[config.mk]
export PLATFORM = sky130hd
export DESIGN_NAME = platform_game_top
export DESIGN_NICKNAME = d
export VERILOG_FILES = /design/src/platform_game_pkg.sv /design/src/rtl/clearance_probe.sv /design/src/rtl/level_map.sv /design/src/rtl/pixel_render.sv /design/src/rtl/platform_game_top.sv /design/src/rtl/player_physics.sv
export SDC_FILE = /design/constraint.sdc
export NUM_CORES = 1
export LEC_CHECK = 0
export ABC_AREA = 1
export BUFFER_PORTS_ARGS = -buffer_cell sky130_fd_sc_hd__buf_4
export CORE_ASPECT_RATIO = 0.5
export CORE_UTILIZATION = 62
export CTS_BUF_LIST = sky130_fd_sc_hd__clkbuf_8
export CTS_CLUSTER_SIZE = 40
export DETAILED_ROUTE_END_ITERATION = 16
export PLACE_DENSITY = 0.89
export SYNTH_ARGS = -nofsm -noshare
export SYNTH_HDL_FRONTEND = slang
export SYNTH_SLANG_ARGS = --single-unit
[constraint.sdc]
create_clock -name Clk -period 10.4 [get_ports Clk]
set_clock_uncertainty 0.1 [all_clocks]
set_input_delay 1.56 -clock Clk [delete_from_list [all_inputs] [get_ports Clk]]
set_output_delay 1.56 -clock Clk [all_outputs]
set_load 0.03 [all_outputs]
[src/platform_game_pkg.sv]
// coordinates are 10 bits wide, so world x wraps at 1024 and only tile columns 0 to 31 are reachable
`default_nettype none

package platform_game_pkg;

	// ------------------------------------------------------------------
	// geometry
	// ------------------------------------------------------------------

	// one screen or world pixel coordinate
	typedef logic [9:0] coord_t;

	// 32 pixel tiles
	localparam int TILE_SHIFT = 5;

	// level size in tiles
	localparam int MAP_ROWS = 15;
	localparam int MAP_COLS = 80;

	// player box, position names its bottom-right pixel
	localparam int PLAYER_W = 26;
	localparam int PLAYER_H = 32;

	// spawn point
	localparam int START_X = 100;
	localparam int START_Y = 33;

	// ------------------------------------------------------------------
	// tiles
	// ------------------------------------------------------------------

	// one tile code, read raw or as solid flag plus kind
	typedef union packed {
		logic [2:0] raw;
		struct packed {
			logic       solid;
			logic [1:0] kind;
		} split;
	} tile_code_u;

	localparam logic [2:0] TILE_SKY   = 3'b000;
	localparam logic [2:0] TILE_COIN  = 3'b010;
	localparam logic [2:0] TILE_BRICK = 3'b111;

	// ------------------------------------------------------------------
	// colours and keys
	// ------------------------------------------------------------------

	typedef struct packed {
		logic [7:0] red;
		logic [7:0] green;
		logic [7:0] blue;
	} rgb_t;

	localparam rgb_t COLOR_SKY    = 24'h00007f;
	localparam rgb_t COLOR_BRICK  = 24'h833d00;
	localparam rgb_t COLOR_COIN   = 24'hffc107;
	localparam rgb_t COLOR_PLAYER = 24'hf83800;
	localparam rgb_t COLOR_BLANK  = 24'h000000;

	// keyboard usage codes, A and D
	localparam logic [31:0] KEY_LEFT  = 32'h0000_0004;
	localparam logic [31:0] KEY_RIGHT = 32'h0000_0007;

	// ------------------------------------------------------------------
	// shared state
	// ------------------------------------------------------------------

	// screen position, scroll offset and facing
	typedef struct packed {
		coord_t x;
		coord_t y;
		coord_t x_shift;
		logic   face_left;
	} player_state_t;

	// allowed motion for the coming frame
	typedef struct packed {
		logic [3:0] fall;
		logic [2:0] left_step;
		logic [2:0] right_step;
	} clearance_t;

endpackage

`default_nettype wire

[src/rtl/clearance_probe.sv]
// purely combinational, step checks look only at the target column and not the pixels between
`default_nettype none
`timescale 1ns/1ps

module clearance_probe #(
	parameter int TERMINAL_FALL = 6,
	parameter int MAX_STEP      = 4
) (
	input  wire platform_game_pkg::player_state_t player,
	input  wire logic [3:0]                       gravity,
	output      platform_game_pkg::clearance_t    clearance
);

	// index 0 is the right edge, 1 the left edge, in world x
	platform_game_pkg::coord_t [1:0] corner_x;
	// index 0 is the bottom row, 1 the top row
	platform_game_pkg::coord_t [1:0] edge_y;

	// solid hits per probe offset and corner
	logic [TERMINAL_FALL:1][1:0] fall_hit;
	logic [MAX_STEP:1][1:0]      right_hit;
	logic [MAX_STEP:1][1:0]      left_hit;

	// fall may not outrun gravity plus one
	logic [4:0] fall_limit;

	assign corner_x[0] = player.x + player.x_shift;
	assign corner_x[1] = corner_x[0] - 10'(platform_game_pkg::PLAYER_W - 1);
	assign edge_y[0]   = player.y;
	assign edge_y[1]   = player.y - 10'(platform_game_pkg::PLAYER_H - 1);

	assign fall_limit = (({1'b0, gravity} + 5'd1) > 5'(TERMINAL_FALL)) ?
		5'(TERMINAL_FALL) : ({1'b0, gravity} + 5'd1);

	// ------------------------------------------------------------------
	// fall probes, rows y+1 .. y+TERMINAL_FALL under both bottom corners
	// ------------------------------------------------------------------
	for (genvar k = 1; k <= TERMINAL_FALL; k++) begin : g_fall
		for (genvar c = 0; c < 2; c++) begin : g_corner
			platform_game_pkg::coord_t     probe_y;
			platform_game_pkg::tile_code_u tile;

			assign probe_y = player.y + 10'(k);

			level_map u_map (
				.world_x (corner_x[c]),
				.world_y (probe_y),
				.tile    (tile)
			);

			assign fall_hit[k][c] = tile.split.solid;
		end
	end

	// ------------------------------------------------------------------
	// side probes, one column beyond each edge, on top and bottom rows
	// ------------------------------------------------------------------
	for (genvar k = 1; k <= MAX_STEP; k++) begin : g_step
		for (genvar c = 0; c < 2; c++) begin : g_corner
			platform_game_pkg::coord_t     right_x;
			platform_game_pkg::coord_t     left_x;
			platform_game_pkg::tile_code_u right_tile;
			platform_game_pkg::tile_code_u left_tile;

			assign right_x = corner_x[0] + 10'(k);
			assign left_x  = corner_x[1] - 10'(k);

			level_map u_right_map (
				.world_x (right_x),
				.world_y (edge_y[c]),
				.tile    (right_tile)
			);

			level_map u_left_map (
				.world_x (left_x),
				.world_y (edge_y[c]),
				.tile    (left_tile)
			);

			assign right_hit[k][c] = right_tile.split.solid;
			assign left_hit[k][c]  = left_tile.split.solid;
		end
	end

	// ------------------------------------------------------------------
	// largest free distances
	// ------------------------------------------------------------------
	always_comb begin
		logic run_free;

		run_free  = 1'b1;
		clearance = '0;
		// fall needs every row on the way down clear
		for (int k = 1; k <= TERMINAL_FALL; k++) begin
			run_free = run_free & ~|fall_hit[k];
			if (run_free && (k <= int'(fall_limit)))
				clearance.fall = 4'(k);
		end
		// steps only need the landing column clear
		for (int k = 1; k <= MAX_STEP; k++) begin
			if (~|right_hit[k])
				clearance.right_step = 3'(k);
			if (~|left_hit[k])
				clearance.left_step = 3'(k);
		end
	end

endmodule

`default_nettype wire

[src/rtl/level_map.sv]
// fixed level only, anything below row 14 or right of column 79 reads as sky
`default_nettype none
`timescale 1ns/1ps

module level_map (
	input  wire platform_game_pkg::coord_t     world_x,
	input  wire platform_game_pkg::coord_t     world_y,
	output      platform_game_pkg::tile_code_u tile
);

	platform_game_pkg::coord_t row;
	platform_game_pkg::coord_t col;
	logic                      in_grid;

	// pixel to tile index
	assign row = world_y >> platform_game_pkg::TILE_SHIFT;
	assign col = world_x >> platform_game_pkg::TILE_SHIFT;

	assign in_grid = (row < 10'(platform_game_pkg::MAP_ROWS)) &&
		(col < 10'(platform_game_pkg::MAP_COLS));

	// ------------------------------------------------------------------
	// layout table
	// ------------------------------------------------------------------
	always_comb begin
		tile.raw = platform_game_pkg::TILE_SKY;
		if (in_grid) begin
			if (row >= 10'd11) begin
				// ground, four rows deep
				tile.raw = platform_game_pkg::TILE_BRICK;
			end else begin
				case (row)
					// two platform bases
					10'd10: if ((col >= 10'd14 && col <= 10'd17) ||
						(col >= 10'd25 && col <= 10'd28))
						tile.raw = platform_game_pkg::TILE_BRICK;
					10'd9: if (col == 10'd15 || col == 10'd16 ||
						(col >= 10'd26 && col <= 10'd28))
						tile.raw = platform_game_pkg::TILE_BRICK;
					// floating pair and the stair
					10'd8: if (col == 10'd19 || col == 10'd20 ||
						col == 10'd27 || col == 10'd28)
						tile.raw = platform_game_pkg::TILE_BRICK;
					10'd7: begin
						if (col == 10'd28)
							tile.raw = platform_game_pkg::TILE_BRICK;
						else if (col == 10'd20)
							tile.raw = platform_game_pkg::TILE_COIN;
					end
					// lone coin up high
					10'd5: if (col == 10'd10)
						tile.raw = platform_game_pkg::TILE_COIN;
					default: tile.raw = platform_game_pkg::TILE_SKY;
				endcase
			end
		end
	end

endmodule

`default_nettype wire

[src/rtl/pixel_render.sv]
// one cycle of latency from draw position to rgb, each object drawn in one flat colour
`default_nettype none
`timescale 1ns/1ps

module pixel_render (
	input  wire                                   Clk,
	input  wire                                   Reset,
	input  wire platform_game_pkg::coord_t        draw_x,
	input  wire platform_game_pkg::coord_t        draw_y,
	input  wire                                   blank,
	input  wire platform_game_pkg::player_state_t player,
	output      platform_game_pkg::rgb_t          rgb
);

	platform_game_pkg::coord_t                world_x;
	platform_game_pkg::coord_t                dx;
	platform_game_pkg::coord_t                dy;
	logic                                     in_player;
	logic                                     coin_margin;
	logic [platform_game_pkg::TILE_SHIFT-1:0] tile_px;
	platform_game_pkg::tile_code_u            tile;
	platform_game_pkg::rgb_t                  color_next;

	// ------------------------------------------------------------------
	// player box, screen space
	// ------------------------------------------------------------------
	// distance back from the bottom-right corner
	assign dx = player.x - draw_x;
	assign dy = player.y - draw_y;

	assign in_player = (draw_x <= player.x) && (dx < 10'(platform_game_pkg::PLAYER_W)) &&
		(draw_y <= player.y) && (dy < 10'(platform_game_pkg::PLAYER_H));

	// ------------------------------------------------------------------
	// background tile, world space
	// ------------------------------------------------------------------
	assign world_x = draw_x + player.x_shift;

	level_map u_map (
		.world_x (world_x),
		.world_y (draw_y),
		.tile    (tile)
	);

	// coin art leaves two sky columns on each side
	assign tile_px     = world_x[platform_game_pkg::TILE_SHIFT-1:0];
	assign coin_margin = (tile_px <= 5'd1) || (tile_px >= 5'd30);

	// ------------------------------------------------------------------
	// priority select
	// ------------------------------------------------------------------
	always_comb begin
		if (!blank)
			color_next = platform_game_pkg::COLOR_BLANK;
		else if (in_player)
			color_next = platform_game_pkg::COLOR_PLAYER;
		else if (tile.raw == platform_game_pkg::TILE_BRICK)
			color_next = platform_game_pkg::COLOR_BRICK;
		else if (tile.raw == platform_game_pkg::TILE_COIN && !coin_margin)
			color_next = platform_game_pkg::COLOR_COIN;
		else
			color_next = platform_game_pkg::COLOR_SKY;
	end

	// output register
	always_ff @(posedge Clk or posedge Reset) begin
		if (Reset)
			rgb <= platform_game_pkg::COLOR_BLANK;
		else
			rgb <= color_next;
	end

endmodule

`default_nettype wire

[src/rtl/platform_game_top.sv]
// single clock design, frame_tick must be a one-cycle strobe and inputs are taken every cycle
`default_nettype none
`timescale 1ns/1ps

module platform_game_top #(
	parameter int MAX_SCREEN_X  = 384,
	parameter int TERMINAL_FALL = 6,
	parameter int MAX_STEP      = 4
) (
	input  wire                                   Clk,
	input  wire                                   Reset,
	input  wire                                   frame_tick,
	input  wire logic [31:0]                      keycode,
	input  wire platform_game_pkg::coord_t        draw_x,
	input  wire platform_game_pkg::coord_t        draw_y,
	input  wire                                   blank,
	output      platform_game_pkg::player_state_t player,
	output      platform_game_pkg::rgb_t          rgb
);

	// physics to probe and back
	platform_game_pkg::clearance_t clearance;
	logic [3:0]                    gravity;

	// ------------------------------------------------------------------
	// motion
	// ------------------------------------------------------------------
	player_physics #(
		.MAX_SCREEN_X  (MAX_SCREEN_X),
		.TERMINAL_FALL (TERMINAL_FALL)
	) u_physics (
		.Clk        (Clk),
		.Reset      (Reset),
		.frame_tick (frame_tick),
		.keycode    (keycode),
		.clearance  (clearance),
		.gravity    (gravity),
		.player     (player)
	);

	clearance_probe #(
		.TERMINAL_FALL (TERMINAL_FALL),
		.MAX_STEP      (MAX_STEP)
	) u_probe (
		.player    (player),
		.gravity   (gravity),
		.clearance (clearance)
	);

	// ------------------------------------------------------------------
	// drawing
	// ------------------------------------------------------------------
	pixel_render u_render (
		.Clk    (Clk),
		.Reset  (Reset),
		.draw_x (draw_x),
		.draw_y (draw_y),
		.blank  (blank),
		.player (player),
		.rgb    (rgb)
	);

endmodule

`default_nettype wire

[src/rtl/player_physics.sv]
// state moves only on frame_tick, no scroll back to the left and no guard against x wrapping below 0
`default_nettype none
`timescale 1ns/1ps

module player_physics #(
	parameter int MAX_SCREEN_X  = 384,
	parameter int TERMINAL_FALL = 6
) (
	input  wire                                   Clk,
	input  wire                                   Reset,
	input  wire                                   frame_tick,
	input  wire logic [31:0]                      keycode,
	input  wire platform_game_pkg::clearance_t    clearance,
	output      logic [3:0]                       gravity,
	output      platform_game_pkg::player_state_t player
);

	logic signed [10:0]               step;
	logic signed [10:0]               x_sum;
	logic signed [10:0]               scroll;
	logic                             face_left_next;
	logic [3:0]                       gravity_next;
	platform_game_pkg::player_state_t player_next;

	// ------------------------------------------------------------------
	// key decode
	// ------------------------------------------------------------------
	always_comb begin
		step           = '0;
		face_left_next = player.face_left;
		if (keycode == platform_game_pkg::KEY_RIGHT) begin
			step           = $signed({8'd0, clearance.right_step});
			face_left_next = 1'b0;
		end else if (keycode == platform_game_pkg::KEY_LEFT) begin
			step           = -$signed({8'd0, clearance.left_step});
			face_left_next = 1'b1;
		end
	end

	// gravity saturates at terminal speed
	assign gravity_next = (clearance.fall > 4'(TERMINAL_FALL)) ?
		4'(TERMINAL_FALL) : clearance.fall;

	// ------------------------------------------------------------------
	// next position
	// ------------------------------------------------------------------
	assign x_sum = $signed({1'b0, player.x}) + step;

	always_comb begin
		player_next           = player;
		player_next.face_left = face_left_next;
		player_next.y         = player.y + {6'd0, clearance.fall};
		scroll                = '0;
		if (x_sum > $signed(11'(MAX_SCREEN_X))) begin
			// past the screen limit, the overshoot becomes scroll
			player_next.x = 10'(MAX_SCREEN_X);
			scroll        = x_sum - $signed(11'(MAX_SCREEN_X));
		end else begin
			player_next.x = x_sum[9:0];
		end
		player_next.x_shift = player.x_shift + scroll[9:0];
	end

	// ------------------------------------------------------------------
	// state registers, update once per frame
	// ------------------------------------------------------------------
	always_ff @(posedge Clk or posedge Reset) begin
		if (Reset) begin
			player.x         <= 10'(platform_game_pkg::START_X);
			player.y         <= 10'(platform_game_pkg::START_Y);
			player.x_shift   <= '0;
			player.face_left <= 1'b0;
			gravity          <= '0;
		end else if (frame_tick) begin
			player  <= player_next;
			gravity <= gravity_next;
		end
	end

endmodule

`default_nettype wire

==> impl_metrics.yaml, run 1 <==
clock_network:
  cts_sinks: 42
  htreeDepth: 2
  clk_pin_slew_worst_paths_ns: 0.09
  clkLatencyLatePin_ns: 0.31
  cts-root-buf: "clkbuf_8"
  clockBufferDepth: 2
  cts_made_buffers: 5
  cts_tree: "built"
timing:
  grt_setup_unrepaired: "false"
  post-route-min-period_ns: 9.62
  period_share_pct: 92.5
  fin_tns_setup_ns: 0
  relSlewSlack_pct: 18.9
  worst_slack_ns: 0.779
  clock.fmax_mhz: 104
  setup_violations: 0
  tightest_slew_ns: 1.21
  hold_viol: 0
  slew_viol_final: 0
synthesis:
  synth_ff_type: "dfrtp_1"
  syn_area_mm2: 0.00917
  netlist_instances: 1609
  avgSynthCellArea_um2: 5.70
  postSynth.asyncResetShare_pct: 100
  synth-edff-count: 0
  synth_cell_types: 59
  yosysWarnings: 0
  ys_seq_area_share_pct: 11.5
  ys_ff_latch: 42
floorplanning:
  row_count: 30
  dieWidth_um: 174
  core-area_mm2: 0.0140
  initial_core_util_pct: 65.6
  io_pins: 111
  dieArea_mm2: 0.0153
  die_h_um: 88.0
flow_run:
  drv_cap: 0
power:
  p_leak_nw: 5.57
  p_per_area_mw_per_mm2: 285
  ir_drop_v: 0.000146
detailed_routing:
  ant_nets: 0
  wl_per_cell_um: 16.4
  vias: 11300
  drc_errors: 0
  drt_wl_total_mm: 30.9
  drt_iter0_drc: 1353
  drt_pass1_iterations: 6
  avgViaCountPerCell: 6.02
global_routing:
  grt_pass1_wl_mm: 49.3
  overflow: 0
  track_usage_pct: 39.6
  grt_pass1_vias: 10300
  grt_antenna_before_repair: 0
  grt_max_degree: 43
finish:
  layout-drive-gt1-share_pct: 13.4
  nets: 1821
  fill_cells: 1155
  syn_to_final_growth_pct: 9.84
  diodes: 0
critical_path:
  cpMostUsedCell: "nand2_1"
  worstPathArrival_ns: 9.74
  cp_slowest_stage_delay_ns: 0.68
  reg2reg_depth: 61
  slowest_stage: "fa_1"
  path_class: "reg2reg"
  worstPathMaxFanout: 13
  start_kind: "register"
  end_kind: "register"
  crit_required_ns: 10.52
min_path:
  hold_path_class: "reg2reg"
  hold_depth: 2
placement:
  hpwlAfterDp_mm: 24.5
  globalplace.congestion: 1.05
  post-place-ws_ns: 1.11
  io_buffers: 108
status:
  status: "complete, no violations"
## stage by stage
stage               hold slack [ns]  utilization (%)  area, um^2  std cells  total power, mW
finish                        0.470             72.1       10100       1884             2.87
floorplan                     0.416                -        9170       1610             2.07
CTS                           0.458             72.1       10100       1884             2.79
detailed placement            0.445             71.5        9980       1876             2.66
global route                  0.481             72.1       10100       1884             3.14
global placement              0.442             71.5        9980       1876             2.58
## worst max-delay path: cells and delay by family, from the launching register on
family / cells / cell delay [ns]
AO/OA/AOI/OAI: 15 / 2.11
XOR/XNOR: 2 / 0.50
adder cells (fa/ha/maj): 8 / 2.45
buffers and inverters: 8 / 0.74
flip-flops: 1 / 0.43
AND/OR/NAND/NOR: 28 / 3.18
## Yosys cell counts, types with 9 or more instances
cell,count,area [um^2]
inv_1,203,762
a21oi_1,66,330
nand3_2,14,140
o21ai_0,52,260
nand4_1,32,200
o21bai_1,10,75.1
nand3b_1,9,67.6
nor3_1,32,160
xor2_1,46,403
nor4_1,15,93.8
nand2_1,513,1930
nand2_2,33,206
o211ai_1,9,67.6
o21ai_1,20,100
dfrtp_1,37,926
nor2_1,160,601
inv_2,18,67.6
xnor2_1,10,87.6
ha_1,68,851
o31ai_1,11,82.6
nor2_2,12,75.1
buf_4,19,143
nand3_1,126,631
## state kept, by name, indices dropped and copies added, names as in the netlist
| signal | flops |
|---|---|
| u_physics.player | 31 |
| u_render.rgb | 8 |
| u_physics.gravity | 3 |
## path summary, 6_finish.rpt
check                                            startpoint                          endpoint  slack, ns
max                         u_physics.player[1]$_DFFE_PP0P_  u_physics.player[10]$_DFFE_PP0P_       0.78
min                        u_physics.player[23]$_DFFE_PP1P_  u_physics.player[23]$_DFFE_PP1P_       0.47
max reg2reg                 u_physics.player[1]$_DFFE_PP0P_  u_physics.player[10]$_DFFE_PP0P_       0.78
min reg2reg                u_physics.player[23]$_DFFE_PP1P_  u_physics.player[23]$_DFFE_PP1P_       0.47
max in group asynchronous                             Reset  u_physics.player[22]$_DFFE_PP0P_       8.52
min in group asynchronous                             Reset        u_render.rgb[23]$_DFF_PP0_       1.27
## placed cells by master (no fill, tap or decap), types with 4 or more instances in the layout
master and count:
inv_1 203, o21ai_1 20, dfrtp_1 37, nor2_4 7, a22oi_1 4, nand3_1 126
nand2_2 34, a21oi_1 66, o31ai_1 11, nand4_1 32, xor2_1 46, nand3_2 14
nor2_1 160, dfstp_2 5, clkbuf_8 5, fa_1 6, o211ai_1 9, a31oi_1 7
nand3b_1 9, or2_2 4, o21ai_0 52, nand2_1 512, nor2_2 12, ha_1 68
xnor2_1 10, buf_4 109, inv_2 18, nand2_4 7, o21bai_1 10, nor4_1 15
nor3_1 32
## per-layer routing
| layer | up-vias | track usage (%) | share of wire (%) |
|---|---|---|---|
| li1 | 5377 | - | - |
| met1 | 5095 | 51.6 | 41 |
| met2 | 729 | 66.8 | 44 |
| met3 | 132 | 7.07 | 12 |
| met4 | 0 | 14.4 | 3.2 |
| met5 | - | 0 | 0 |
## report_power, final
| part | leakage, nW | internal, mW | switching (mW) | total, mW |
|---|---|---|---|---|
| registers | 0.519 | 0.204 | 0.104 | 0.307 |
| logic | 5.00 | 0.718 | 1.74 | 2.46 |
| clock network | 0.0491 | 0.0458 | 0.0650 | 0.111 |
## area by class of cell
class                      count  area, um^2  share of cell area [%]
multi-input combinational   1308        7020                    69.7
sequential                    42        1060                    10.5
inverter                     225         848                    8.43
timing repair buffer         109         818                    8.13
tap                          192         240                    2.39
clock buffer                   5        68.8                   0.683
clock inverter                 3        13.8                   0.137
## logic make-up after synthesis
logic type	Yosys count	share of synthesized area (%)
buffers and inverters	260	11.9
XOR/XNOR	56	5.35
adder cells (fa/ha/maj)	74	10.6
flip-flops	42	11.5
other	1	0.0409
AO/OA/AOI/OAI	202	12.9
AND/OR/NAND/NOR	974	47.7
## repair_timing
item / 4_1_cts / 5_1_grt
setup endpoints to repair: 0 / 1
setup buffers: 0 / 0
hold buffers: 0 / 0
resized for setup: 0 / 1
Power figures use the tool's default switching activity.
==> inputs of run 2 (changes only) <==
CELL_PAD_IN_SITES_DETAIL_PLACEMENT = 2   (was not set)
CELL_PAD_IN_SITES_GLOBAL_PLACEMENT = 2   (was not set)
CORE_UTILIZATION = 34   (was 62)
PLACE_DENSITY = 0.94   (was 0.89)
clock period = 11.15 ns   (was 10.4 ns; I/O delays follow)
==> run 2 against run 1 <==
The flow now finishes with violations (setup timing); core utilization shrank 32 points; critical path depth is 1 higher; routed wire length increased by 110%; power up 18%; clock-buffer cell count is the same; highest routed layer is now met5.
==> impl_metrics.yaml, run 2 (same netlist as run 1, synthesis figures left out) <==
status:
  status: "finished, violations left"
  violations: "setup timing"
critical_path:
  cp_slowest_stage_delay_ns: 0.60
  reg2reg_depth: 62
  r2r-start: "u_physics.player[25]$_DFFE_PP0P_"
  r2r-end: "u_physics.player[10]$_DFFE_PP0P_"
  slowest_stage: "dfrtp_1"
  path_class: "reg2reg"
  end_kind: "register"
  worstPathMaxFanout: 12
  r2r_slack_ns: -0.52
  worstPathArrival_ns: 11.81
  start_kind: "register"
  crit_required_ns: 11.29
  cpMostUsedCell: "nand2_1"
global_routing:
  grt_max_degree: 43
  grt_antenna_before_repair: 5
  overflow: 0
  grt_pass1_wl_mm: 89.4
  track_usage_pct: 42.0
  grt_pass1_vias: 14500
clock_network:
  cts_made_buffers: 5
  clk_pin_slew_worst_paths_ns: 0.12
  cts_tree: "built"
  cts_sinks: 42
  clkLatencyLatePin_ns: 0.35
  cts-root-buf: "clkbuf_8"
  postCtsHoldBufs: 0
  clockBufferDepth: 2
  htreeDepth: 2
finish:
  regMostFlops: "u_physics.player"
  syn_to_final_growth_pct: 14.2
  seq_area_mm2: 0.00106
  nets: 1828
  fill_cells: 3371
  final_common_cell: "nand2_1"
  multi_input_area_mm2: 0.00713
  largest_register_ffs: 31
  final_cells: 2054
  reg_top3: "u_physics.player (31), u_render.rgb (8), u_physics.gravity (3)"
  layout-drive-gt1-share_pct: 15.2
  layout_common_cells: "509 x nand2_1, 203 x inv_1, 160 x nor2_1"
power:
  p_leak_nw: 5.60
  ir_drop_v: 0.000125
  p_per_area_mw_per_mm2: 325
  finalPower_mw: 3.40
floorplanning:
  die_h_um: 118
  dieWidth_um: 234
  row_count: 42
  core-area_mm2: 0.0264
  io_pins: 111
  dieArea_mm2: 0.0277
  initial_core_util_pct: 34.7
min_path:
  hold_end: "u_physics.player[1]$_DFFE_PP0P_"
  hold_depth: 2
  hp-start: "u_physics.player[1]$_DFFE_PP0P_"
  hold_path_class: "reg2reg"
timing:
  worst_slack_ns: -0.520
  post-route-min-period_ns: 11.67
  hold_viol: 0
  relSlewSlack_pct: 24.2
  tightest_slew_ns: 1.13
  slew_viol_final: 0
  period_share_pct: 105
  setup_violations: 2
  clock.fmax_mhz: 85.7
placement:
  globalplace.congestion: 0.939
  hpwlAfterDp_mm: 37.7
  io_buffers: 108
  dp_cells: 2036
detailed_routing:
  drt_iter0_drc: 1296
  avgViaCountPerCell: 6.63
  wl_per_cell_um: 31.5
  drc_errors: 0
  ant_nets: 0
  vias: 13600
  drt_pass1_iterations: 8
  drt_wl_total_mm: 64.8
flow_run:
  drv_cap: 0
[run 2: routing by layer]
layer | GRT usage [%] | wire, um | vias up
met5 | 0 | 13 | -
met4 | 25.5 | 5500 | 2
met3 | 9.25 | 7010 | 479
met2 | 70.2 | 28800 | 1101
met1 | 48.9 | 23500 | 6634
li1 | - | - | 5403
[run 2: how the worst max path moves through the flow]
stage | from | end | slack, ns | depth (start not counted)
after global routing | u_physics.player[25]$_DFFE_PP0P_ | u_physics.player[10]$_DFFE_PP0P_ | -0.72 | 60
after detailed placement | u_physics.player[22]$_DFFE_PP0P_ | u_physics.player[10]$_DFFE_PP0P_ | 0.72 | 60
after CTS | u_physics.player[21]$_DFFE_PP0P_ | u_physics.player[10]$_DFFE_PP0P_ | 0.01 | 61
after global placement | u_physics.player[1]$_DFFE_PP0P_ | u_physics.player[10]$_DFFE_PP0P_ | 2.15 | 61
final | u_physics.player[25]$_DFFE_PP0P_ | u_physics.player[10]$_DFFE_PP0P_ | -0.52 | 62
after floorplan | u_physics.player[1]$_DFFE_PP0P_ | u_physics.player[10]$_DFFE_PP0P_ | 3.07 | 59
[run 2: timing repair]
action,4_1_cts,5_1_grt
setup buffers,0,7
gates resized for setup,3,32
pin swaps,0,4
setup endpoints to repair,1,4
[run 2: final cells by class]
class / count / area share (%)
multi-input cells: 1308 / 68.1
flip-flops and latches: 42 / 10.2
repair buffers: 116 / 8.32
inverters: 225 / 8.14
well taps: 352 / 4.21
clock buffers: 5 / 0.657
clock inverters: 3 / 0.358
diodes: 3 / 0.0717
[run 2: worst max-delay path: cells and delay by family, from the launching register on]
family	cells	cell delay, ns
xor+xnor	2	0.37
simple gates	31	4.74
flops	1	0.60
fa+ha+maj	5	1.73
compound gates	17	3.25
buf+inv	7	0.77
[run 2: through the flow]
stage | hold slack [ns] | instance area, um^2 | setup TNS (ns) | worst slack, ns | utilization (%)
2_1_floorplan | 0.416 | 9170 | 0 | 3.07 | -
3_3_place_gp | 0.414 | 10200 | 0 | 2.15 | 38.5
3_5_place_dp | 0.472 | 10200 | 0 | 0.722 | 38.5
4_1_cts | 0.499 | 10300 | 0 | 0.0128 | 39.0
5_1_grt | 0.509 | 10500 | -1.42 | -0.716 | 39.6
6_report | 0.503 | 10500 | -1.00 | -0.520 | 39.6
[run 2: where the power goes]
group | internal, mW | switching (mW) | leakage (nW)
combinational | 0.715 | 2.23 | 5.03
sequential | 0.190 | 0.121 | 0.512
clock | 0.0658 | 0.0787 | 0.0608
total | 0.972 | 2.43 | 5.60
